## src/harness_pkg.sv

```systemverilog
/* Shared widths, address map and request and response types of the harness.
   The boot image is generated by rom_word. No image file is loaded. */
`default_nettype none

package harness_pkg;

  // ------------------------------------------------------------
  // Widths
  // ------------------------------------------------------------
  localparam int unsigned AddrWidth     = 32;
  localparam int unsigned DataWidth     = 64;
  localparam int unsigned BeWidth       = DataWidth / 8;
  // Byte select bits below the word index
  localparam int unsigned WordOffset    = 3;
  localparam int unsigned ErrCountWidth = 8;

  // ------------------------------------------------------------
  // Address map
  // ------------------------------------------------------------
  localparam logic [AddrWidth-1:0] RomBase  = 32'h0001_0000;
  localparam int unsigned          RomWords = 32;
  // RAM length is set by the top level through NumWords
  localparam logic [AddrWidth-1:0] RamBase  = 32'h8000_0000;

  // Marker in the upper half of every boot word
  localparam logic [31:0] RomTag = 32'hB007_0000;

  // Single-word request from the core
  typedef struct packed {
    logic                 req;
    logic                 we;
    logic [AddrWidth-1:0] addr;
    logic [BeWidth-1:0]   be;
    logic [DataWidth-1:0] wdata;
  } mem_req_t;

  typedef struct packed {
    logic                 rvalid;
    logic                 err;
    logic [DataWidth-1:0] rdata;
  } mem_rsp_t;

  // Boot image word, tag plus index on top and its inverse below
  function automatic logic [DataWidth-1:0] rom_word(input int unsigned idx);
    logic [31:0] upper;
    upper = RomTag + 32'(idx);
    return {upper, ~upper};
  endfunction

endpackage

`default_nettype wire

```

## src/boot_rom.sv

```systemverilog
/* Boot image of RomWords words, addressed by word index.
   Read data appears one cycle after req_i and holds until the next read. */
`timescale 1ns/1ps
`default_nettype none

module boot_rom (
  input  logic                                        clk_i,
  input  logic                                        req_i,
  input  logic [$clog2(harness_pkg::RomWords)-1:0]    addr_i,
  output logic [harness_pkg::DataWidth-1:0]           rdata_o
);

  logic [harness_pkg::DataWidth-1:0] word;

  // Image content comes straight from the package rule
  assign word = harness_pkg::rom_word(32'(addr_i));

  always_ff @(posedge clk_i) begin
    if (req_i) begin
      rdata_o <= word;
    end
  end

endmodule

`default_nettype wire

```

## config.mk

```make
export PLATFORM = sky130hd
export DESIGN_NAME = boot_rom
export DESIGN_NICKNAME = d
export VERILOG_FILES = /design/src/harness_pkg.sv /design/src/boot_rom.sv
export SDC_FILE = /design/constraint.sdc
export NUM_CORES = 1
export LEC_CHECK = 0
export BUFFER_PORTS_ARGS = -buffer_cell sky130_fd_sc_hd__buf_4
export CORE_ASPECT_RATIO = 1.25
export CORE_MARGIN = 8
export CORE_UTILIZATION = 38
export DETAILED_ROUTE_END_ITERATION = 16
export PLACE_DENSITY_LB_ADDON = 0.15
export REMOVE_ABC_BUFFERS = 1
export SYNTH_ARGS = -nofsm -noshare
export SYNTH_HDL_FRONTEND = slang
export SYNTH_SLANG_ARGS = --single-unit
```

## constraint.sdc

```tcl
create_clock -name clk_i -period 1 [get_ports clk_i]
set_input_delay 0.05 -clock clk_i [delete_from_list [all_inputs] [get_ports clk_i]]
set_output_delay 0.05 -clock clk_i [all_outputs]
set_load 0.02 [all_outputs]
```

==> metrics <==
Layout area overhead=0.855%; area of the multi-input gates=203 um^2; commonest non-fill, non-tap cell in the layout=conb_1; residual overflow from global routing=0; Crit Path Category=flop to output port; leakage=between 0.4 and 0.5 nW; Critical Path, Cell by Cell=buf_4; drt wl/cell=approximately 10 um; final period utilization=0.827; antenna cells=0; I/O Pins=71; FILL cells=186; status=finished clean; final slew viol count=0; setup bufs post-CTS=0; Final GP Congestion=0.617; DP HPWL=1030 um; sum of buffers and inverters on the critical path=1; Die H=roughly 65 um; PD cells=between 1000 and 1500 nW/um^2; Sink Count=10; Seq/Total Area, Yosys=0.410; hold endpoint=rdata_o[36]; Syn Inst Count=71; drt first pass iters=2; DRT iter0 DRCs=1; CTS Buf Count=3; first-pass GRT wire length=approximately 1600 um; Netlist cell types=4; Buffers on Ports=16; Place WS=about 440 ps; drt via density=between 3 and 4; CTS tree=done; FMAX=roughly 1200 MHz; crit start category=flop; CTS Buffer Depth=2; Layout Nets=102; layout cells sized above 1=0.204; initial core utilization=0.410; synthesized area=roughly 730 um^2; Die Wd=between 50 and 60 um; storage element area=between 300 and 400 um^2; setup ws final=173 ps; Max VDD drop=0.477 mV; critical path endpoint category=output port; Synth warnings=0; Total GRT Usage=0.0531; depth of the CTS H-tree=1; die area=3600 um^2; Remaining DRCs=0; vias=340; vias in the first global route=425; RSZ-0062 raised after global routing=no; worst path required time=about 950 ps; path type of the worst min-delay path=primary input to flop; max reg flops=10; Final Setup Violations=0; largest net degree at the start of global routing=11; CP Data Arrival Time=around 780 ps; Final min period=a little over 800 ps; Setup TNS=0 ps; Antenna Nets Post-Route=0; Clk pin slew, worst setup/hold paths=approximately 60 ps; CTS root buf=clkbuf_4; FF+latch count, synth=10; crit-path leading delay family=flip-flops; max-cap viol count=0; most frequent cells in the layout=conb_1 (54), buf_4 (16), edfxtp_1 (10), inv_1 (5), dlygate4sd3_1 (5); max incr delay on CP=roughly 360 ps; hold path depth=1; Biggest register=rdata_o; synthesized area per cell=around 10 um^2; crit path max-delay cell type=edfxtp_1; initial antenna violation count=0; Final Hold Viols=0; crit path max fanout=1; Top Registers=rdata_o x10; total detailed-routing wirelength=~1200 um; # rows=17; Min-Delay Startpoint=req_i; core area=between 1500 and 2000 um^2; post-CTS sizing=0
repair_timing:
item / CTS / global route
hold buffers: 5 / 0
setup endpoints to repair: 0 / 0
hold endpoints to repair: 5 / 0
synth_stat cells (all sizes together):
| master | instances | area, um^2 |
|---|---|---|
| conb | 2 | 7.51 |
| edfxtp | 10 | 300 |
| inv | 5 | 18.8 |
| buf | 54 | 405 |
how the worst max path moves through the flow:
stage                           start  depth (start not counted)     endpoint
after floorplan            rdata_o[0]                          0   rdata_o[0]
after global placement     rdata_o[1]                          1   rdata_o[1]
after detailed placement   rdata_o[1]                          1   rdata_o[1]
after CTS                 rdata_o[34]                          1  rdata_o[34]
after global routing      rdata_o[36]                          1  rdata_o[36]
final                     rdata_o[35]                          1  rdata_o[35]
metrics by stage:
stage | area (um^2) | std cells | hold slack [ps] | power (W) | utilization
after floorplan | 522 | 69 | 149 | 0.000738 | -
after global placement | 666 | 104 | 237 | 0.000812 | 0.373
after detailed placement | 666 | 104 | 239 | 0.000813 | 0.373
after CTS | 738 | 112 | 95.8 | 0.00108 | 0.413
after global routing | 738 | 112 | 105 | 0.00112 | 0.413
final | 738 | 112 | 102 | 0.00108 | 0.413
final cells by class:
cell class / count / area share
Multi-Input combinational cell: 54 / 0.275
Inverter: 5 / 0.0254
Sequential cell: 10 / 0.407
Tap cell: 19 / 0.0322
Clock buffer: 3 / 0.0305
Timing Repair Buffer: 21 / 0.231
layer usage:
layer / track usage / routed length, um / up-vias
li1: - / - / 152
met3: 0.0370 / 165 / 0
met1: 0.0575 / 546 / 140
met2: 0.0716 / 451 / 48
met5: 0 / 0 / -
met4: 0.0370 / 0 / 0
report_power, final:
part / internal (W) / total (W) / switching [W]
clock network: 0.000137 / 0.000247 / 0.000110
logic: 0.0000671 / 0.000324 / 0.000257
registers: 0.000498 / 0.000506 / 0.00000759
total: 0.000703 / 0.00108 / 0.000374
cells by family (layout without fill, tap and decap cells):
| kind of cell | after synthesis | after routing | share of synthesized area |
|---|---|---|---|
| buf+inv | 59 | 29 | 0.579 |
| other cells | 2 | 54 | 0.0103 |
| flops | 10 | 10 | 0.410 |
(Power assumes the default switching activity.)
