==> src/harness_pkg.sv <==
/* Shared widths, address map and request and response types of the harness.
   The boot image is generated by rom_word. No image file is loaded. */
`default_nettype none

package harness_pkg;

  // ------------------------------------------------------------
  // Widths
  // ------------------------------------------------------------
  localparam int unsigned AddrWidth     = 32;
  localparam int unsigned DataWidth     = 64;
  localparam int unsigned BeWidth       = DataWidth / 8;
  // Byte select bits below the word index
  localparam int unsigned WordOffset    = 3;
  localparam int unsigned ErrCountWidth = 8;

  // ------------------------------------------------------------
  // Address map
  // ------------------------------------------------------------
  localparam logic [AddrWidth-1:0] RomBase  = 32'h0001_0000;
  localparam int unsigned          RomWords = 32;
  // RAM length is set by the top level through NumWords
  localparam logic [AddrWidth-1:0] RamBase  = 32'h8000_0000;

  // Marker in the upper half of every boot word
  localparam logic [31:0] RomTag = 32'hB007_0000;

  // Single-word request from the core
  typedef struct packed {
    logic                 req;
    logic                 we;
    logic [AddrWidth-1:0] addr;
    logic [BeWidth-1:0]   be;
    logic [DataWidth-1:0] wdata;
  } mem_req_t;

  typedef struct packed {
    logic                 rvalid;
    logic                 err;
    logic [DataWidth-1:0] rdata;
  } mem_rsp_t;

  // Boot image word, tag plus index on top and its inverse below
  function automatic logic [DataWidth-1:0] rom_word(input int unsigned idx);
    logic [31:0] upper;
    upper = RomTag + 32'(idx);
    return {upper, ~upper};
  endfunction

endpackage

`default_nettype wire

==> src/mem_router.sv <==
/* Routes single-word requests to boot ROM or RAM and builds the response.
   One response per request, one cycle later. No back-pressure. */
`timescale 1ns/1ps
`default_nettype none

module mem_router #(
  parameter int unsigned NumWords = 1024
) (
  input  logic                                     clk_i,
  input  logic                                     rst_ni,
  input  harness_pkg::mem_req_t                    mem_req_i,
  output logic                                     rom_req_o,
  output logic [$clog2(harness_pkg::RomWords)-1:0] rom_addr_o,
  input  logic [harness_pkg::DataWidth-1:0]        rom_rdata_i,
  output logic                                     ram_req_o,
  output logic                                     ram_we_o,
  output logic [$clog2(NumWords)-1:0]              ram_addr_o,
  output logic [harness_pkg::BeWidth-1:0]          ram_be_o,
  output logic [harness_pkg::DataWidth-1:0]        ram_wdata_o,
  input  logic [harness_pkg::DataWidth-1:0]        ram_rdata_i,
  output harness_pkg::mem_rsp_t                    mem_rsp_o,
  output logic [harness_pkg::ErrCountWidth-1:0]    err_count_o
);

  localparam int unsigned RomIdxWidth = $clog2(harness_pkg::RomWords);
  localparam int unsigned RamIdxWidth = $clog2(NumWords);

  localparam logic [harness_pkg::AddrWidth-1:0] RomBytes = harness_pkg::RomWords * 8;
  localparam logic [harness_pkg::AddrWidth-1:0] RamBytes = NumWords * 8;

  // Where the registered read data comes from
  typedef enum logic [1:0] {
    SrcNone,
    SrcRom,
    SrcRam
  } src_e;

  logic [harness_pkg::AddrWidth-1:0]     rom_off, ram_off;
  logic                                  in_rom, in_ram;
  logic                                  err_d;
  src_e                                  src_d, src_q;
  logic                                  valid_q, err_q;
  logic [harness_pkg::ErrCountWidth-1:0] err_cnt_q;

  // ------------------------------------------------------------
  // Address decode
  // ------------------------------------------------------------
  assign rom_off = mem_req_i.addr - harness_pkg::RomBase;
  assign ram_off = mem_req_i.addr - harness_pkg::RamBase;

  assign in_rom = (mem_req_i.addr >= harness_pkg::RomBase) && (rom_off < RomBytes);
  assign in_ram = (mem_req_i.addr >= harness_pkg::RamBase) && (ram_off < RamBytes);

  // ROM only sees reads, a ROM write falls through to the error path
  assign rom_req_o  = mem_req_i.req & in_rom & ~mem_req_i.we;
  assign rom_addr_o = rom_off[harness_pkg::WordOffset +: RomIdxWidth];

  assign ram_req_o   = mem_req_i.req & in_ram;
  assign ram_we_o    = mem_req_i.we;
  assign ram_addr_o  = ram_off[harness_pkg::WordOffset +: RamIdxWidth];
  assign ram_be_o    = mem_req_i.be;
  assign ram_wdata_o = mem_req_i.wdata;

  assign err_d = mem_req_i.req & ~rom_req_o & ~ram_req_o;

  always_comb begin
    if (rom_req_o) begin
      src_d = SrcRom;
    end else if (ram_req_o && !mem_req_i.we) begin
      src_d = SrcRam;
    end else begin
      src_d = SrcNone;
    end
  end

  // ------------------------------------------------------------
  // Response stage
  // ------------------------------------------------------------
  always_ff @(posedge clk_i or negedge rst_ni) begin
    if (!rst_ni) begin
      valid_q   <= 1'b0;
      err_q     <= 1'b0;
      src_q     <= SrcNone;
      err_cnt_q <= '0;
    end else begin
      valid_q <= mem_req_i.req;
      err_q   <= err_d;
      src_q   <= src_d;
      // Saturating, counted as the error response goes out
      if (err_d && !(&err_cnt_q)) begin
        err_cnt_q <= err_cnt_q + 1'b1;
      end
    end
  end

  always_comb begin
    mem_rsp_o.rvalid = valid_q;
    mem_rsp_o.err    = err_q;
    unique case (src_q)
      SrcRom:  mem_rsp_o.rdata = rom_rdata_i;
      SrcRam:  mem_rsp_o.rdata = ram_rdata_i;
      default: mem_rsp_o.rdata = '0;
    endcase
  end

  assign err_count_o = err_cnt_q;

endmodule

`default_nettype wire

==> config.mk <==
export PLATFORM = sky130hd
export DESIGN_NAME = mem_router
export DESIGN_NICKNAME = d
export VERILOG_FILES = /design/src/harness_pkg.sv /design/src/mem_router.sv
export SDC_FILE = /design/constraint.sdc
export NUM_CORES = 1
export LEC_CHECK = 0
export BUFFER_PORTS_ARGS = -buffer_cell sky130_fd_sc_hd__buf_2
export CORE_AREA = 10 10 146 148
export DETAILED_ROUTE_END_ITERATION = 12
export DIE_AREA = 0 0 156 158
export SYNTH_ARGS = -nofsm -noshare
export SYNTH_HDL_FRONTEND = slang
export SYNTH_SLANG_ARGS = --single-unit
==> constraint.sdc <==
create_clock -name clk_i -period 2.55 [get_ports clk_i]
set_clock_uncertainty 0.15 [all_clocks]
set_input_delay 0.765 -clock clk_i [delete_from_list [all_inputs] [get_ports clk_i]]
set_output_delay 0.765 -clock clk_i [all_outputs]
set_load 0.005 [all_outputs]
==> flow_metrics.py, run 1 <==
metrics = {
    "routing": {
        "drc_errors": 0,
        "wire_per_inst_um": 16.9,
        "viasPerCell": 3.98,
        "first_pass_iters": 4,
        "drtAntennaViolNets": 0,
        "totalWireLength_mm": 11.9,
        "vias": 2806,
        "first_iter_violations": 106,
    },
    "grt": {
        "grt_pass1_wl_mm": 15.1,
        "grt_max_degree": 31,
        "grt_pass1_vias": 2751,
        "antenna_found_initial": 0,
        "overflow": 0,
        "track_usage_pct": 7.62,
    },
    "timing": {
        "slew_violations": 0,
        "fmax_mhz": 378,
        "worstMarginPinSlew_ns": 0.353,
        "period_share_pct": 104,
        "layout_setup_ws_ns": -0.0974,
        "hold_viol_final": 0,
        "setup_viol_count_final": 2,
        "fin_crit_ns": 2.65,
        "rsz0062_at_grt": "yes",
        "maxSlewHeadroom_pct": 76.3,
    },
    "critical_path": {
        "crit_required_ns": 1.64,
        "worst_r2r_path_depth": 5,
        "crit_type": "input pin to output port",
        "r2r_slack_ns": 0.74,
        "cp-start-kind": "input pin",
        "critical_path.max_fanout": 3,
        "timing.rr.end": "err_count_o[1]",
        "critical_path.startpoint": "mem_req_i[92]",
        "crit_path_end_kind": "output port",
        "reg2reg_from": "err_count_o[0]",
        "arrival_ns": 1.73,
    },
    "synth": {
        "synth_most_common_cell": "buf_4",
        "synth_top_area_share_pct": 31.7,
        "postSynthCellCount": 302,
        "synth_area_leaders": "buf_4 32%, a22oi_1 23%, dfrtp_1 14%",
        "async_flop_share_pct": 100,
        "synth_edf_count": 0,
        "yosys.area.top_type": "buf_4",
        "ys_ff_latch": 12,
        "yosysSeqAreaShare_pct": 14.1,
        "netlist_area_um2": 2130,
        "ys_types": 27,
        "syn_area_per_cell_um2": 7.06,
        "synth_fp_nets": 541,
        "ys.flop_type": "dfrtp_1",
        "ys_top_cells_by_count": "90 x buf_4, 71 x nor2_1, 64 x a22oi_1",
        "yosysWarnings": 0,
    },
    "clocking": {
        "cts_tree": "yes",
        "h-tree-depth": 1,
        "insertion_delay_ns": 0.23,
        "cts_sinks": 12,
        "hold_buffers": 0,
        "cts.root.buffer_cell": "clkbuf_16",
        "cts_max_path_buffers": 2,
        "path_clk_slew_ns": 0.04,
        "numCtsBuffers": 3,
    },
    "layout": {
        "layout.nets": 712,
        "seq_area_um2": 300,
        "multi_input_area_um2": 1370,
        "layout-drive-gt1-share_pct": 72.6,
        "area_growth_pct": 76.0,
        "nFillCells": 2056,
        "num_antenna_cells": 0,
    },
    "run": {
        "maxCapViolations": 0,
    },
    "floorplan": {
        "placementRows": 50,
        "die_y_um": 158,
        "dieArea_um2": 24600,
        "core_area_um2": 18500,
        "io_pins": 400,
        "fp.dieW_um": 156,
        "initial_core_util_pct": 11.6,
    },
    "pwr": {
        "p_leak_uw": 0.00169,
        "p_clk_share_pct": 27.7,
        "pwr-share-comb_pct": 38.0,
        "power_uw": 995,
        "powerDensity_nw_per_um2": 265,
        "p_int_uw": 684,
        "switching_share_pct": 31.3,
        "pwr-share-seq_pct": 34.2,
        "vdd_ir_drop_max_uv": 449,
        "p_sw_uw": 311,
    },
    "hold_path": {
        "min_path_type": "input pin to async pin",
    },
    "placed_design": {
        "io_buffers": 237,
        "dp_slack_ns": -0.225,
        "dpl.hpwl_mm": 9.05,
        "gp_congestion": 0.757,
    },
    "run_status": {
        "status": "finished, violations left",
        "violations": "negative setup slack",
    },
}
## power by group through the flow
stage                     Clock, uW  Sequential, uW  Combinational (uW)
after floorplan                   0             335                 238
after global placement            0             345                 355
after detailed placement          0             345                 362
after CTS                       281             344                 367
after global routing            291             357                 421
final                           276             341                 379
## cell families after synthesis
group / share of synthesized area [%]
AO/OA/AOI/OAI: 24.6
XOR/XNOR: 2.05
adder cells (fa/ha/maj): 1.76
buffers and inverters: 35.9
flip-flops: 14.1
multiplexers: 1.41
AND/OR/NAND/NOR: 20.2
## state kept, by name, indices dropped and copies added (netlist names)
register,count
err_q,1
err_count_o,8
valid_q,1
src_q,2
## how the worst max path moves through the flow
stage / end / slack [ns] / cells after the start
2_1_floorplan: rom_req_o / 0.00003 / 4
3_3_place_gp: rom_req_o / -0.25 / 6
3_5_place_dp: rom_req_o / -0.23 / 6
4_1_cts: rom_req_o / -0.10 / 6
5_1_grt: rom_req_o / -0.18 / 6
6_report: rom_req_o / -0.1 / 6
## metrics by stage
step                      instance area (um2)  TNS [ns]  instances  hold slack [ns]  util, %
after global placement                   3100    -0.450        687            0.358     16.8
final                                    3750    -0.186        705            0.251     20.3
after floorplan                          2130         0        302            0.319        -
after CTS                                3270    -0.173        692            0.258     17.7
after global routing                     3750    -0.557        705            0.272     20.3
after detailed placement                 3100    -0.388        687            0.353     16.8
## worst max-delay path: stages
cell	delay, ns
buf_2	0.11
nor4b_2	0.24
nand3_1	0.13
or2_4	0.29
nor2_4	0.08
buf_2	0.12
## cells in the final DEF, fill, tap and decap left out, types with 2 or more instances in the layout
cell | netlist | final
dfrtp_1 | 12 | 12
ha_4 | 0 | 2
nor2_1 | 71 | 69
a22oi_2 | 0 | 46
buf_4 | 90 | 26
buf_6 | 0 | 6
nand3_1 | 4 | 4
xor2_1 | 5 | 5
nor4_4 | 0 | 2
nand2_1 | 7 | 7
a22oi_1 | 64 | 18
buf_2 | 0 | 233
buf_16 | 0 | 2
nor2_2 | 1 | 2
mux2_4 | 2 | 2
inv_1 | 3 | 2
buf_12 | 0 | 6
clkbuf_16 | 0 | 7
nor4b_2 | 2 | 2
nor3_1 | 2 | 2
## final cells by class
| type | count | area share [%] |
|---|---|---|
| clock buffers | 3 | 2.00 |
| inverters | 3 | 0.300 |
| multi-input cells | 176 | 36.5 |
| flip-flops and latches | 12 | 8.00 |
| well taps | 234 | 7.80 |
| repair buffers | 277 | 45.4 |
## layer usage
| layer | global-route usage, % | vias up | wire length (um) |
|---|---|---|---|
| met5 | 0 | - | 0 |
| met3 | 5.21 | 16 | 1880 |
| met2 | 12.4 | 250 | 5620 |
| met1 | 7.82 | 1243 | 4230 |
| met4 | 2.07 | 0 | 215 |
| li1 | - | 1297 | - |
## timing repair
| action | in CTS | in global routing |
|---|---|---|
| pin swaps | 1 | 15 |
| gates resized for setup | 9 | 57 |
| setup buffers | 1 | 9 |
| setup endpoints to repair | 59 | 46 |
| cloned | 1 | 4 |
Power figures use the tool's default switching activity.
==> run 2: changes to the inputs <==
--- a/config.mk
+++ b/config.mk
@@ -9,6 +9,7 @@
 export CORE_AREA = 10 10 146 148
 export DETAILED_ROUTE_END_ITERATION = 12
 export DIE_AREA = 0 0 156 158
+export GPL_TIMING_DRIVEN = 0
 export SYNTH_ARGS = -nofsm -noshare
 export SYNTH_HDL_FRONTEND = slang
 export SYNTH_SLANG_ARGS = --single-unit
==> flow_metrics.py, run 2 (same netlist as run 1, synthesis figures left out) <==
metrics = {
    "run_status": {
        "status": "finished, violations left",
        "violations": "negative setup slack",
    },
    "routing": {
        "first_iter_violations": 147,
        "vias": 3444,
        "wire_per_inst_um": 17.1,
        "viasPerCell": 3.93,
        "totalWireLength_mm": 15.0,
        "drtAntennaViolNets": 0,
        "first_pass_iters": 4,
        "drc_errors": 0,
    },
    "grt": {
        "overflow": 0,
        "grt_pass1_wl_mm": 19.2,
        "grt_pass1_vias": 3526,
        "antenna_found_initial": 0,
        "track_usage_pct": 9.62,
        "grt_max_degree": 13,
    },
    "layout": {
        "final_cell_mix": "315 x buf_2, 102 x buf_4, 69 x nor2_1",
        "final_area_um2": 4880,
        "largest_reg_flops": 8,
        "seq_area_um2": 303,
        "final_common_cell": "buf_2",
        "multi_input_area_um2": 1420,
        "layout-drive-gt1-share_pct": 81.7,
        "area_growth_pct": 129,
        "nFillCells": 1994,
        "layout.nets": 881,
    },
    "pwr": {
        "power_uw": 1220,
        "vdd_ir_drop_max_uv": 513,
        "p_leak_uw": 0.00243,
        "powerDensity_nw_per_um2": 250,
    },
    "clocking": {
        "cts_tree": "yes",
        "insertion_delay_ns": 0.24,
        "numCtsBuffers": 3,
        "cts_max_path_buffers": 2,
        "cts.root.buffer_cell": "clkbuf_16",
        "cts_sinks": 12,
        "h-tree-depth": 1,
        "path_clk_slew_ns": 0.04,
    },
    "floorplan": {
        "initial_core_util_pct": 11.6,
        "io_pins": 400,
        "placementRows": 50,
        "dieArea_um2": 24600,
        "die_y_um": 158,
        "fp.dieW_um": 156,
        "core_area_um2": 18500,
    },
    "timing": {
        "timing.hold.ws_ns": 0.250,
        "maxSlewHeadroom_pct": 69.5,
        "setup-tns-final_ns": -0.260,
        "rsz0062_at_grt": "yes",
        "slew_violations": 0,
        "layout_setup_ws_ns": -0.113,
        "fin_crit_ns": 2.66,
        "fmax_mhz": 376,
        "hold_viol_final": 0,
        "period_share_pct": 104,
        "worstMarginPinSlew_ns": 0.457,
        "setup_viol_count_final": 4,
    },
    "placed_design": {
        "gp_congestion": 0.859,
        "dpl.hpwl_mm": 12.6,
        "io_buffers": 319,
        "dpl_cell_area_um2": 4020,
    },
    "critical_path": {
        "crit_required_ns": 1.64,
        "crit_type": "input pin to output port",
        "worstPathCellList": "buf_6 > nor4b_4 > nand3_1 > or2_4 > nor2_4 > buf_6",
        "critPathBufInv": 2,
        "arrival_ns": 1.75,
        "slowest_stage": "or2_4",
        "r2r_slack_ns": 0.74,
        "crit_path_end_kind": "output port",
        "worst_r2r_path_depth": 5,
        "critPathMaxStageDelay_ns": 0.27,
        "critPathTopFamily": "simple AND/OR/NAND/NOR gates",
        "path_common_cell": "buf_6",
        "cp-start-kind": "input pin",
        "critical_path.max_fanout": 3,
        "cp.depth": 6,
    },
    "hold_path": {
        "min_path_type": "input pin to async pin",
    },
    "run": {
        "maxCapViolations": 0,
    },
}
-- run 2: cell count changes in the layout (fill, tap and decap cells not counted), moves of 2 or more --
cell      before  now
dfrtp_1       12   10
dfrtp_2        0    2
buf_6          6   12
buf_16         2    0
clkbuf_8       0    2
a22oi_2       46   55
buf_12         6    4
clkbuf_2       0    2
buf_4         26  102
a22oi_1       18    9
buf_2        233  315
buf_8          0    5
-- run 2: repair_timing --
item / in CTS / in global routing
pin swaps: 7 / 43
hold buffers: 0 / 0
endpoints found under the setup margin: 66 / 62
endpoints found under the hold margin: 0 / 0
resized for setup: 51 / 97
setup buffers: 3 / 12
cloned: 0 / 4
-- run 2: worst reg2reg max path, delay by kind of cell, from the launching register on --
kind	cells	cell delay, ns
AND/OR/NAND/NOR	3	0.60
flip-flops	1	0.41
multiplexers	1	0.31
adder cells (fa/ha/maj)	1	0.22
-- run 2: stage by stage --
step / setup WS (ns) / util (%) / cells
6_report: -0.113 / 26.4 / 876
2_1_floorplan: 0.0000312 / - / 302
3_5_place_dp: -0.629 / 21.8 / 855
3_3_place_gp: -0.606 / 21.8 / 855
5_1_grt: -0.161 / 26.4 / 875
4_1_cts: -0.0932 / 23.2 / 859
-- run 2: per-layer routing --
layer  share of wire [%]  GRT usage, %
met3                 9.8          3.55
met4                 1.6          1.17
met2                  54          18.4
met5                   0             0
met1                  35          9.99
-- run 2: final timing paths --
check                                     from              to
min in group clk_i              err_count_o[3]  err_count_o[3]
worst min-delay path                    rst_ni  err_count_o[6]
worst max-delay path             mem_req_i[92]       rom_req_o
max in group asynchronous               rst_ni        src_q[1]
worst min register to register  err_count_o[3]  err_count_o[3]
worst max register to register  err_count_o[0]  err_count_o[1]
-- run 2: cell type report --
cell class / instances / share of cell area, %
Timing Repair Buffer: 338 / 38.4
Multi-Input combinational cell: 176 / 29.0
Buffer: 108 / 18.2
Sequential cell: 12 / 6.21
Tap cell: 234 / 6.00
Clock buffer: 4 / 1.82
Inverter: 3 / 0.231
Antenna cell: 1 / 0.0513
-- run 2: power breakdown --
part / switching (uW) / internal [uW]
Combinational: 216 / 349
Sequential: 81.3 / 259
Clock: 76.8 / 236
