**config.mk**
```make
export PLATFORM = sky130hd
export DESIGN_NAME = debug_holdoff
export DESIGN_NICKNAME = d
export VERILOG_FILES = /design/src/debug_holdoff.sv
export SDC_FILE = /design/constraint.sdc
export NUM_CORES = 1
export LEC_CHECK = 0
export BUFFER_PORTS_ARGS = -buffer_cell sky130_fd_sc_hd__buf_2
export CORE_AREA = 5 5 42 44
export DETAILED_ROUTE_END_ITERATION = 10
export DIE_AREA = 0 0 47 49
export PLACE_DENSITY = 0.48
export SLEW_MARGIN = 10
export SYNTH_ARGS = -nofsm -noshare
export SYNTH_HDL_FRONTEND = slang
export SYNTH_SLANG_ARGS = --single-unit
```
**constraint.sdc**
```tcl
create_clock -name clk_i -period 4.6 [get_ports clk_i]
set_clock_uncertainty 0.05 [all_clocks]
set_input_delay 0.92 -clock clk_i [delete_from_list [all_inputs] [get_ports clk_i]]
set_output_delay 0.92 -clock clk_i [all_outputs]
set_load 0.01 [all_outputs]
```
**src/debug_holdoff.sv**
```systemverilog
/* Blocks the debug request for HoldoffCycles clocks after power-on reset.
   Runs on rst_ni only, so a debug reset does not restart the window. */
`timescale 1ns/1ps
`default_nettype none

module debug_holdoff #(
  parameter int unsigned HoldoffCycles = 500
) (
  input  logic clk_i,
  input  logic rst_ni,
  input  logic debug_req_i,
  output logic debug_req_o
);

  // At least one bit, also for a zero window
  localparam int unsigned CntWidth =
      (HoldoffCycles > 0) ? $clog2(HoldoffCycles + 1) : 1;

  logic [CntWidth-1:0] cnt_d, cnt_q;
  logic                holdoff;

  assign holdoff = (cnt_q != '0);

  // Count down and stick at zero
  assign cnt_d = holdoff ? cnt_q - 1'b1 : cnt_q;

  always_ff @(posedge clk_i or negedge rst_ni) begin
    if (!rst_ni) begin
      cnt_q <= CntWidth'(HoldoffCycles);
    end else begin
      cnt_q <= cnt_d;
    end
  end

  // Boot code runs undisturbed while the window is open
  assign debug_req_o = holdoff ? 1'b0 : debug_req_i;

endmodule

`default_nettype wire

```
==> results of run 1 <==
cell type report:
| class | count | area share [%] |
|---|---|---|
| inverter | 2 | 1.49 |
| clock buffer | 4 | 5.20 |
| sequential | 9 | 46.0 |
| timing repair buffer | 3 | 2.97 |
| tap | 16 | 3.96 |
| multi-input combinational | 28 | 40.3 |
cells in the mapped netlist:
cell type and count:
dfrtp_1 3, nor2_1 2, mux2_2 1, or3_1 2, nor3_1 2, ha_1 1, o31a_2 1, xnor2_1 1
or4_4 1, and2_2 1, nand2b_1 2, inv_1 2, or2_2 2, o21ai_0 6, dfstp_2 6, o21bai_1 1
nand2_1 1, mux2i_1 1, o31ai_1 2, nor4_4 1
logic make-up (layout without fill, tap and decap cells):
group	count (synthesis)	after routing	synth area share [%]
flip-flops	9	9	52.4
multiplexers	2	2	4.79
AND/OR/NAND/NOR	14	14	22.3
XOR/XNOR	1	1	1.97
buffers and inverters	2	9	1.69
AO/OA/AOI/OAI	10	10	14.1
adder cells (fa/ha/maj)	1	1	2.82
per-layer routing:
metal  global-route usage (%)  up-vias  share of wire (%)
met1                     11.5      150                 42
met5                        0        -                  0
met2                     14.5        8                 52
met3                     3.69        0                5.1
li1                         -      154                  -
met4                     4.15        0                  0
final timing paths:
path | start | endpoint | slack [ns]
worst min register to register | cnt_q[0]$_DFFE_PN0P_ | cnt_q[0]$_DFFE_PN0P_ | 0.44
min in group asynchronous | rst_ni | cnt_q[0]$_DFFE_PN0P_ | 0.45
max in group asynchronous | rst_ni | cnt_q[4]$_DFFE_PN1P_ | 3.81
worst max register to register | cnt_q[3]$_DFFE_PN0P_ | cnt_q[1]$_DFFE_PN0P_ | 2.87
worst min-delay path | cnt_q[0]$_DFFE_PN0P_ | cnt_q[0]$_DFFE_PN0P_ | 0.44
worst max-delay path | cnt_q[3]$_DFFE_PN0P_ | debug_req_o | 1.66
critical path, cell delays in order, from the launching register on:
cell and delay (ns):
dfrtp_1 0.41, or4_4 0.59, nor4_4 0.39, and2_2 0.20, buf_2 0.12
power breakdown:
| group | internal (uW) | switching, uW |
|---|---|---|
| Sequential | 79.4 | 0 |
| Clock | 33.5 | 28.1 |
| Combinational | 1.20 | 2.03 |
| Total | 114 | 30.1 |
through the flow:
| step | cell area [um2] | worst slack [ns] | instances |
|---|---|---|---|
| after floorplan | 444 | 2.14 | 39 |
| after global placement | 479 | 1.95 | 58 |
| after detailed placement | 479 | 1.91 | 58 |
| after CTS | 505 | 1.62 | 62 |
| after global routing | 505 | 1.54 | 62 |
| final | 505 | 1.66 | 62 |
==> impl_metrics.toml, run 1 <==
[run_status]
status = "completed"

[worst_setup_path]
startpoint_type = "flop"
cp_max_fo = 5
endpoint_kind = "output pin"
critPathRequiredTime_ns = 3.63
reg2regPathDepth = 3
arrival_ns = 1.97
path_class = "reg -> out"

[yosys]
seq_area_frac_synth_pct = 52.4
synthCells = 39
syn_area_per_cell_um2 = 11.4
synth_area_leaders = "dfstp_2 (35%), dfrtp_1 (17%), o21ai_0 (6.8%), nor4_4 (4.8%), o31ai_1 (3.4%)"
netlist-cell-type-count = 20
yosys_warnings = 0
syn_nets = 43
yosys_register_bits = 9
synth_top_area_share_pct = 35.5
synth_top_area_cell = "dfstp_2"
synth_area_um2 = 444

[clock_tree]
tritoncts = "built"
clock-sinks = 9
cts.hold.buffers_added = 0
cts_max_path_buffers = 2
post_cts_buffers = 0
post_cts_resize_count = 0
cts-root-buf = "clkbuf_4"
htreeDepth = 1
cts.clk_slew.worst_paths_ns = 0.06
clk_latency_ns = 0.26
numCtsBuffers = 3

[layout]
area_growth_pct = 13.8
antenna_cells = 0
layout-drive-gt1-share_pct = 41.3
fin_nets = 51
reg_top3 = "cnt_q: 9 flops"
final-seq-area_um2 = 233
finish.utilization_pct = 36.1
multi_input_area_um2 = 204
largest_reg_flops = 9
fillers = 143
regMostFlops = "cnt_q"
mostFrequentLayoutCells = "o21ai_0 (6), dfstp_2 (6), clkbuf_4 (3), dfrtp_1 (3), buf_2 (3)"

[timing]
tns_ns = 0
max_freq_mhz = 340
slew_viol_final = 0
worstMarginPinSlew_ns = 0.393
fin_crit_ns = 2.94
slew_headroom_pct = 73.6
setup_viol = 0
fin_crit_sh_pct = 64.0
rsz0062_at_grt = "no"
hold_viol_final = 0
whs_ns = 0.443

[pwr]
total_power_uw = 144
peakVddDrop_uv = 75.2
power.leakage_uw = 0.000231
powerDensity_nw_per_um2 = 285

[placement]
place_congestion = 0.723
io_buffers = 3
post-dp-hpwl_um = 607

[grt]
grt_max_degree = 10
antenna_found_initial = 0
grt_use_total_pct = 9.52
grt_pass1_vias = 366
grt_overflow = 0
grt_pass1_wl_um = 1570

[worst_hold_path]
whs_path_depth = 1
hold_class = "reg -> reg"

[floorplanning]
start_util_pct = 31.7
core_um2 = 1400
die_height_um = 49
die_area_um2 = 2300
io-pin-count = 4
row_count = 14
die_w_um = 47

[routing]
drtIter0Drc = 9
ant_nets = 0
vias = 312
firstDrtPassIters = 4
wire_per_inst_um = 12.7
post_drt_via_cell_ratio = 5.03
drc_errors = 0
routed_wl_um = 786

[run]
cap_violations = 0
Power figures use the tool's default switching activity.
==> inputs of run 2 (changes only) <==
--- a/config.mk
+++ b/config.mk
@@ -5,11 +5,12 @@
 export SDC_FILE = /design/constraint.sdc
 export NUM_CORES = 1
 export LEC_CHECK = 0
+export ABC_AREA = 1
 export BUFFER_PORTS_ARGS = -buffer_cell sky130_fd_sc_hd__buf_2
-export CORE_AREA = 5 5 42 44
+export CORE_MARGIN = 5
+export CORE_UTILIZATION = 35
 export DETAILED_ROUTE_END_ITERATION = 10
-export DIE_AREA = 0 0 47 49
-export PLACE_DENSITY = 0.48
+export PLACE_DENSITY = 0.49
 export SLEW_MARGIN = 10
 export SYNTH_ARGS = -nofsm -noshare
 export SYNTH_HDL_FRONTEND = slang
==> constraint.sdc (replaced) <==
create_clock -name clk_i -period 3 [get_ports clk_i]
set_clock_uncertainty 0.05 [all_clocks]
set_input_delay 0.6 -clock clk_i [delete_from_list [all_inputs] [get_ports clk_i]]
set_output_delay 0.6 -clock clk_i [all_outputs]
set_load 0.01 [all_outputs]
==> run 2 against run 1 <==
Cell count grew 45%. Worst hold slack lost 0.32 ns. Total power grew 55%. Die area grew 0.44%. Clock power grew 57%. Global-route usage grew 1.2 points. Highest routed layer unchanged.
==> impl_metrics.toml, run 2 <==
[routing]
post_drt_via_cell_ratio = 4.42
firstDrtPassIters = 4
routed_wl_um = 863
drc_errors = 0
vias = 398
drtIter0Drc = 5
ant_nets = 0
wire_per_inst_um = 9.59

[yosys]
syn_area_per_cell_um2 = 7.47
yosys_register_bits = 9
synth_area_um2 = 508
synthArstFlopShare_pct = 100
synth_top_area_share_pct = 31.0
synth-edff-count = 0
synthFlopType = "dfstp_2"
synth_area_leaders = "dfstp_2 (31%), dfrtp_1 (15%), nand2_1 (13%), inv_1 (11%), nor2_1 (6.7%)"
synthCells = 68
seq_area_frac_synth_pct = 45.8
yosys_warnings = 0
synth_common_cells = "nand2_1 (18), inv_1 (15), nor2_1 (9)"
netlist-cell-type-count = 19
synth.most_common_cell = "nand2_1"
synth_top_area_cell = "dfstp_2"
syn_nets = 72

[clock_tree]
post_cts_resize_count = 0
cts.hold.buffers_added = 0
cts_max_path_buffers = 2
cts.clk_slew.worst_paths_ns = 0.06
post_cts_buffers = 0
cts-root-buf = "clkbuf_4"
htreeDepth = 1
clock-sinks = 9
numCtsBuffers = 3
clk_latency_ns = 0.26
tritoncts = "built"

[layout]
area_growth_pct = 11.8
layout_commonest_cell = "nand2_1"
reg_top3 = "cnt_q: 9 flops"
fin_area_um2 = 568
regMostFlops = "cnt_q"
fin_nets = 80
antenna_cells = 0
finalNonFillerCells = 90
layout-drive-gt1-share_pct = 25.3
largest_reg_flops = 9
mostFrequentLayoutCells = "nand2_1 (18), inv_1 (15), nor2_1 (9), dfstp_2 (6), nand3_1 (4)"

[grt]
antenna_found_initial = 0
grt_overflow = 0
grtUsageMet1_pct = 14.7
grt_pass1_vias = 354
grt_use_total_pct = 10.7
groute.layer.met2.usage_pct = 13.7
grt_pass1_wl_um = 1600
use_met3_pct = 6.64
grt.busiest_layer = "met1"
grt_max_degree = 11

[timing]
max_freq_mhz = 449
worstMarginPinSlew_ns = 0.212
whs_ns = 0.126
slew_viol_final = 0
hold_viol_final = 0
setup_ws_ns = 0.772
fin_crit_ns = 2.23
rsz0062_at_grt = "no"
tns_ns = 0
slew_headroom_pct = 85.9
fin_crit_sh_pct = 74.3
setup_viol = 0

[floorplanning]
row_count = 13
core_um2 = 1330
die_height_um = 48.1
die_w_um = 48.1
start_util_pct = 38.1
io-pin-count = 4
die_area_um2 = 2310

[worst_setup_path]
worstPathCellList = "inv_1, ha_1, nand2_2, nor2_4, nand2_4, nor2_1, buf_2"
arrival_ns = 1.58
cp_max_fo = 10
critPathRequiredTime_ns = 2.35
path_class = "reg -> out"
endpoint_kind = "output pin"
startpoint_type = "flop"
crit_path_top_delay_cell = "dfrtp_1"
slowest_delay_ns = 0.36

[placement]
place_congestion = 0.689
post-dp-hpwl_um = 677
dp_cells = 86
io_buffers = 3
pre_cts_slack_ns = 1.05
placed_cell_area_um2 = 542

[pwr]
power.clock.fraction_pct = 43.3
p_seq_share_pct = 54.5
peakVddDrop_uv = 258
powerDensity_nw_per_um2 = 394
power.leakage_uw = 0.000318
netSwitchingFraction_pct = 21.8
power.switching_uw = 48.7
internal_power_uw = 175
power_frac_comb_pct = 2.2

[run]
cap_violations = 0

[worst_hold_path]
hold_class = "in -> async"

[run_status]
status = "completed"
-- run 2: changes by cell type after synthesis, sizes merged, moves of 3 or more --
cell / previous run / this run
o21ai: 6 / 3
nand3: 0 / 4
nor2: 2 / 11
nand2: 1 / 20
inv: 2 / 15
-- run 2: worst paths after layout --
check / from / endpoint / slack (ns) / depth (start not counted)
worst min register to register: cnt_q[7]$_DFFE_PN1P_ / cnt_q[7]$_DFFE_PN1P_ / 0.43 / 2
worst min-delay path: rst_ni / cnt_q[1]$_DFFE_PN0P_ / 0.13 / 1
worst max-delay path: cnt_q[1]$_DFFE_PN0P_ / debug_req_o / 0.77 / 7
worst max register to register: cnt_q[1]$_DFFE_PN0P_ / cnt_q[1]$_DFFE_PN0P_ / 1.61 / 7
min in group clk_i: cnt_q[7]$_DFFE_PN1P_ / cnt_q[7]$_DFFE_PN1P_ / 0.43 / 2
max in group asynchronous: rst_ni / cnt_q[6]$_DFFE_PN1P_ / 2.53 / 1
-- run 2: layout make-up --
cell class              count  area [um2]
fillers                   151         766
flip-flops and latches      9         233
multi-input cells          43         214
inverters                  16        61.3
clock buffers               4        26.3
well taps                  15        18.8
repair buffers              3        15.0
-- run 2: metrics by stage --
step	power [uW]	util, %
2_1_floorplan	125	-
3_3_place_gp	129	40.6
3_5_place_dp	129	40.6
4_1_cts	229	42.6
5_1_grt	239	42.6
6_report	224	42.6
-- run 2: worst max-delay path: cells and delay by family, from the launching register on --
kind / cells / cell delay [ns]
buffers and inverters: 2 / 0.25
flip-flops: 1 / 0.36
adder cells (fa/ha/maj): 1 / 0.26
AND/OR/NAND/NOR: 4 / 0.44
-- run 2: kinds of logic after synthesis --
family	Yosys count	synth area share, %
buffers and inverters	16	12.1
DFF	9	45.8
and+or+nand+nor	37	33.3
adders and majority gates	1	2.46
AOI/OAI and AO/OA	4	4.68
xor gates and xnor gates	1	1.72
-- run 2: layer usage --
metal  up-vias  wire (um)
met5         -          0
met4         0          0
met3         0         59
met2         6        380
met1       180        424
li1        212          -
-- run 2: power groups by stage --
stage	logic (uW)	registers (uW)	clock network [uW]
CTS	5.35	122	102
global route	5.84	122	111
floorplan	0.967	124	0
finish	5.01	122	96.8
global placement	5.25	124	0
detailed placement	5.33	124	0
==> inputs of run 3 (changes only) <==
--- a/config.mk
+++ b/config.mk
@@ -5,12 +5,12 @@
 export SDC_FILE = /design/constraint.sdc
 export NUM_CORES = 1
 export LEC_CHECK = 0
-export ABC_AREA = 1
+export ABC_AREA = 0
 export BUFFER_PORTS_ARGS = -buffer_cell sky130_fd_sc_hd__buf_2
-export CORE_MARGIN = 5
-export CORE_UTILIZATION = 35
+export CORE_AREA = 5 5 42 44
 export DETAILED_ROUTE_END_ITERATION = 10
-export PLACE_DENSITY = 0.49
+export DIE_AREA = 0 0 47 49
+export PLACE_DENSITY = 0.48
 export SLEW_MARGIN = 10
 export SYNTH_ARGS = -nofsm -noshare
 export SYNTH_HDL_FRONTEND = slang
==> constraint.sdc (replaced) <==
create_clock -name clk_i -period 2.3 [get_ports clk_i]
set_clock_uncertainty 0.05 [all_clocks]
set_input_delay 0.46 -clock clk_i [delete_from_list [all_inputs] [get_ports clk_i]]
set_output_delay 0.46 -clock clk_i [all_outputs]
set_load 0.01 [all_outputs]
==> run 3 against run 2 <==
Combinational power rose by 54%. Sequential share of layout area is 3.5 points higher. Sequential power grew 30%. Register-to-register slack lost 0.92 ns. Via count decreased by 20%. Routed wire length down 2.4%. Setup slack got worse by 0.64 ns. Critical endpoint unchanged. Highest routed layer unchanged.
==> impl_metrics.toml, run 3 (same netlist as run 1, synthesis figures left out) <==
[grt]
grt_use_total_pct = 8.90
grt_max_degree = 10
grt_pass1_wl_um = 1450
antenna_found_initial = 0
grt_overflow = 0
grt_pass1_vias = 331

[layout]
finish.utilization_pct = 37.3
final-seq-area_um2 = 233
mostFrequentLayoutCells = "o21ai_0 (6), dfstp_2 (6), clkbuf_4 (3), dfrtp_1 (3), buf_2 (3)"
reg_top3 = "cnt_q: 9 flops"
largest_reg_flops = 9
area_growth_pct = 17.7
layout-drive-gt1-share_pct = 41.7
fillers = 156
fin_nets = 53
antenna_cells = 0
multi_input_area_um2 = 204
finalNonFillerCells = 64
regMostFlops = "cnt_q"

[pwr]
netSwitchingFraction_pct = 20.8
power_frac_comb_pct = 2.7
power.clock.fraction_pct = 42.4
peakVddDrop_uv = 282
power.switching_uw = 60.1
internal_power_uw = 229
p_seq_share_pct = 54.9
powerDensity_nw_per_um2 = 553
power.leakage_uw = 0.000240

[floorplanning]
core_um2 = 1400
io-pin-count = 4
die_area_um2 = 2300
die_height_um = 49
start_util_pct = 31.7
row_count = 14
die_w_um = 47

[clock_tree]
clk_latency_ns = 0.26
clock-sinks = 9
numCtsBuffers = 3
tritoncts = "built"
cts_max_path_buffers = 2
htreeDepth = 1
cts-root-buf = "clkbuf_4"
cts.clk_slew.worst_paths_ns = 0.06

[worst_hold_path]
min-delay-start = "cnt_q[8]$_DFFE_PN1P_"
whs_path_depth = 1
hold_class = "reg -> reg"
hold_end = "cnt_q[8]$_DFFE_PN1P_"

[timing]
worstMarginPinSlew_ns = 0.315
slew_headroom_pct = 79.0
slew_viol_final = 0
hold_viol_final = 0
setup_viol = 0
tns_ns = 0
fin_crit_sh_pct = 94.2
fin_crit_ns = 2.17
rsz0062_at_grt = "no"
max_freq_mhz = 462

[routing]
post_drt_via_cell_ratio = 4.95
drc_errors = 0
routed_wl_um = 842
vias = 317
wire_per_inst_um = 13.2
ant_nets = 0
drtIter0Drc = 1
firstDrtPassIters = 2

[placement]
dp_cells = 59
post-dp-hpwl_um = 637
io_buffers = 3
place_congestion = 0.666

[worst_setup_path]
cp_max_fo = 5
path_class = "reg -> out"
regToRegStartpoint = "cnt_q[6]$_DFFE_PN1P_"
critPathRequiredTime_ns = 1.79
reg2reg_slack_ns = 0.69
arrival_ns = 1.66
reg2regPathDepth = 4
endpoint_kind = "output pin"
rr_endpoint = "cnt_q[1]$_DFFE_PN0P_"
startpoint_type = "flop"

[run_status]
status = "completed"

[run]
cap_violations = 0
-- run 3: changes by cell type in the layout (fill, tap and decap cells not counted), moves of 4 or more --
cell,previous run,this run
inv_1,15,2
nand2_1,18,1
nor2_1,9,2
o21ai_0,1,6
nand3_1,4,0
-- run 3: worst max-delay path by stage --
stage / start / end / slack, ns / cells after the start
floorplan: cnt_q[3]$_DFFE_PN0P_ / debug_req_o / 0.30 / 3
global placement: cnt_q[3]$_DFFE_PN0P_ / debug_req_o / 0.30 / 4
detailed placement: cnt_q[3]$_DFFE_PN0P_ / debug_req_o / 0.29 / 4
CTS: cnt_q[4]$_DFFE_PN1P_ / debug_req_o / 0.05 / 4
global route: cnt_q[6]$_DFFE_PN1P_ / debug_req_o / 0.06 / 4
finish: cnt_q[6]$_DFFE_PN1P_ / debug_req_o / 0.13 / 4
-- run 3: layout make-up --
type	count	area share, %
clock buffers	4	5.02
inverters	2	1.44
multi-input cells	28	39.0
repair buffers	5	6.22
well taps	16	3.83
flip-flops and latches	9	44.5
-- run 3: worst max-delay path, cell delays in order (launching register included) --
cell and delay, ns:
dfstp_2 0.38, or4_4 0.57, nor4_4 0.16, and2_2 0.17, buf_2 0.12
-- run 3: metal layers --
| metal | part of all wire [%] | routed length [um] | GRT usage [%] | up-vias |
|---|---|---|---|---|
| li1 | - | - | - | 158 |
| met1 | 42 | 355 | 10.2 | 157 |
| met2 | 55 | 462 | 13.3 | 2 |
| met3 | 2.7 | 23 | 4.43 | 0 |
| met4 | 0 | 0 | 4.15 | 0 |
| met5 | 0 | 0 | 0 | - |
-- run 3: metrics by stage --
| stage | hold slack, ns | cell area [um2] | setup slack, ns | total power (uW) |
|---|---|---|---|---|
| after detailed placement | 0.267 | 487 | 0.288 | 168 |
| after global routing | 0.470 | 523 | 0.0561 | 306 |
| after floorplan | 0.114 | 444 | 0.298 | 163 |
| final | 0.458 | 523 | 0.134 | 289 |
| after global placement | 0.262 | 487 | 0.302 | 168 |
| after CTS | 0.460 | 523 | 0.0450 | 294 |
-- run 3: repair_timing --
action,4_1_cts,5_1_grt
endpoints found under the hold margin,3,0
setup endpoints to repair,1,1
pin swaps,1,2
gates resized for setup,0,0
setup buffers,0,0
hold buffers,1,0
-- run 3: power groups by stage --
stage | clock network [uW] | logic (uW) | registers (uW)
floorplan | 0 | 1.35 | 161
global placement | 0 | 6.40 | 161
detailed placement | 0 | 6.61 | 161
CTS | 128 | 8.00 | 159
global route | 138 | 8.76 | 159
finish | 123 | 7.72 | 159
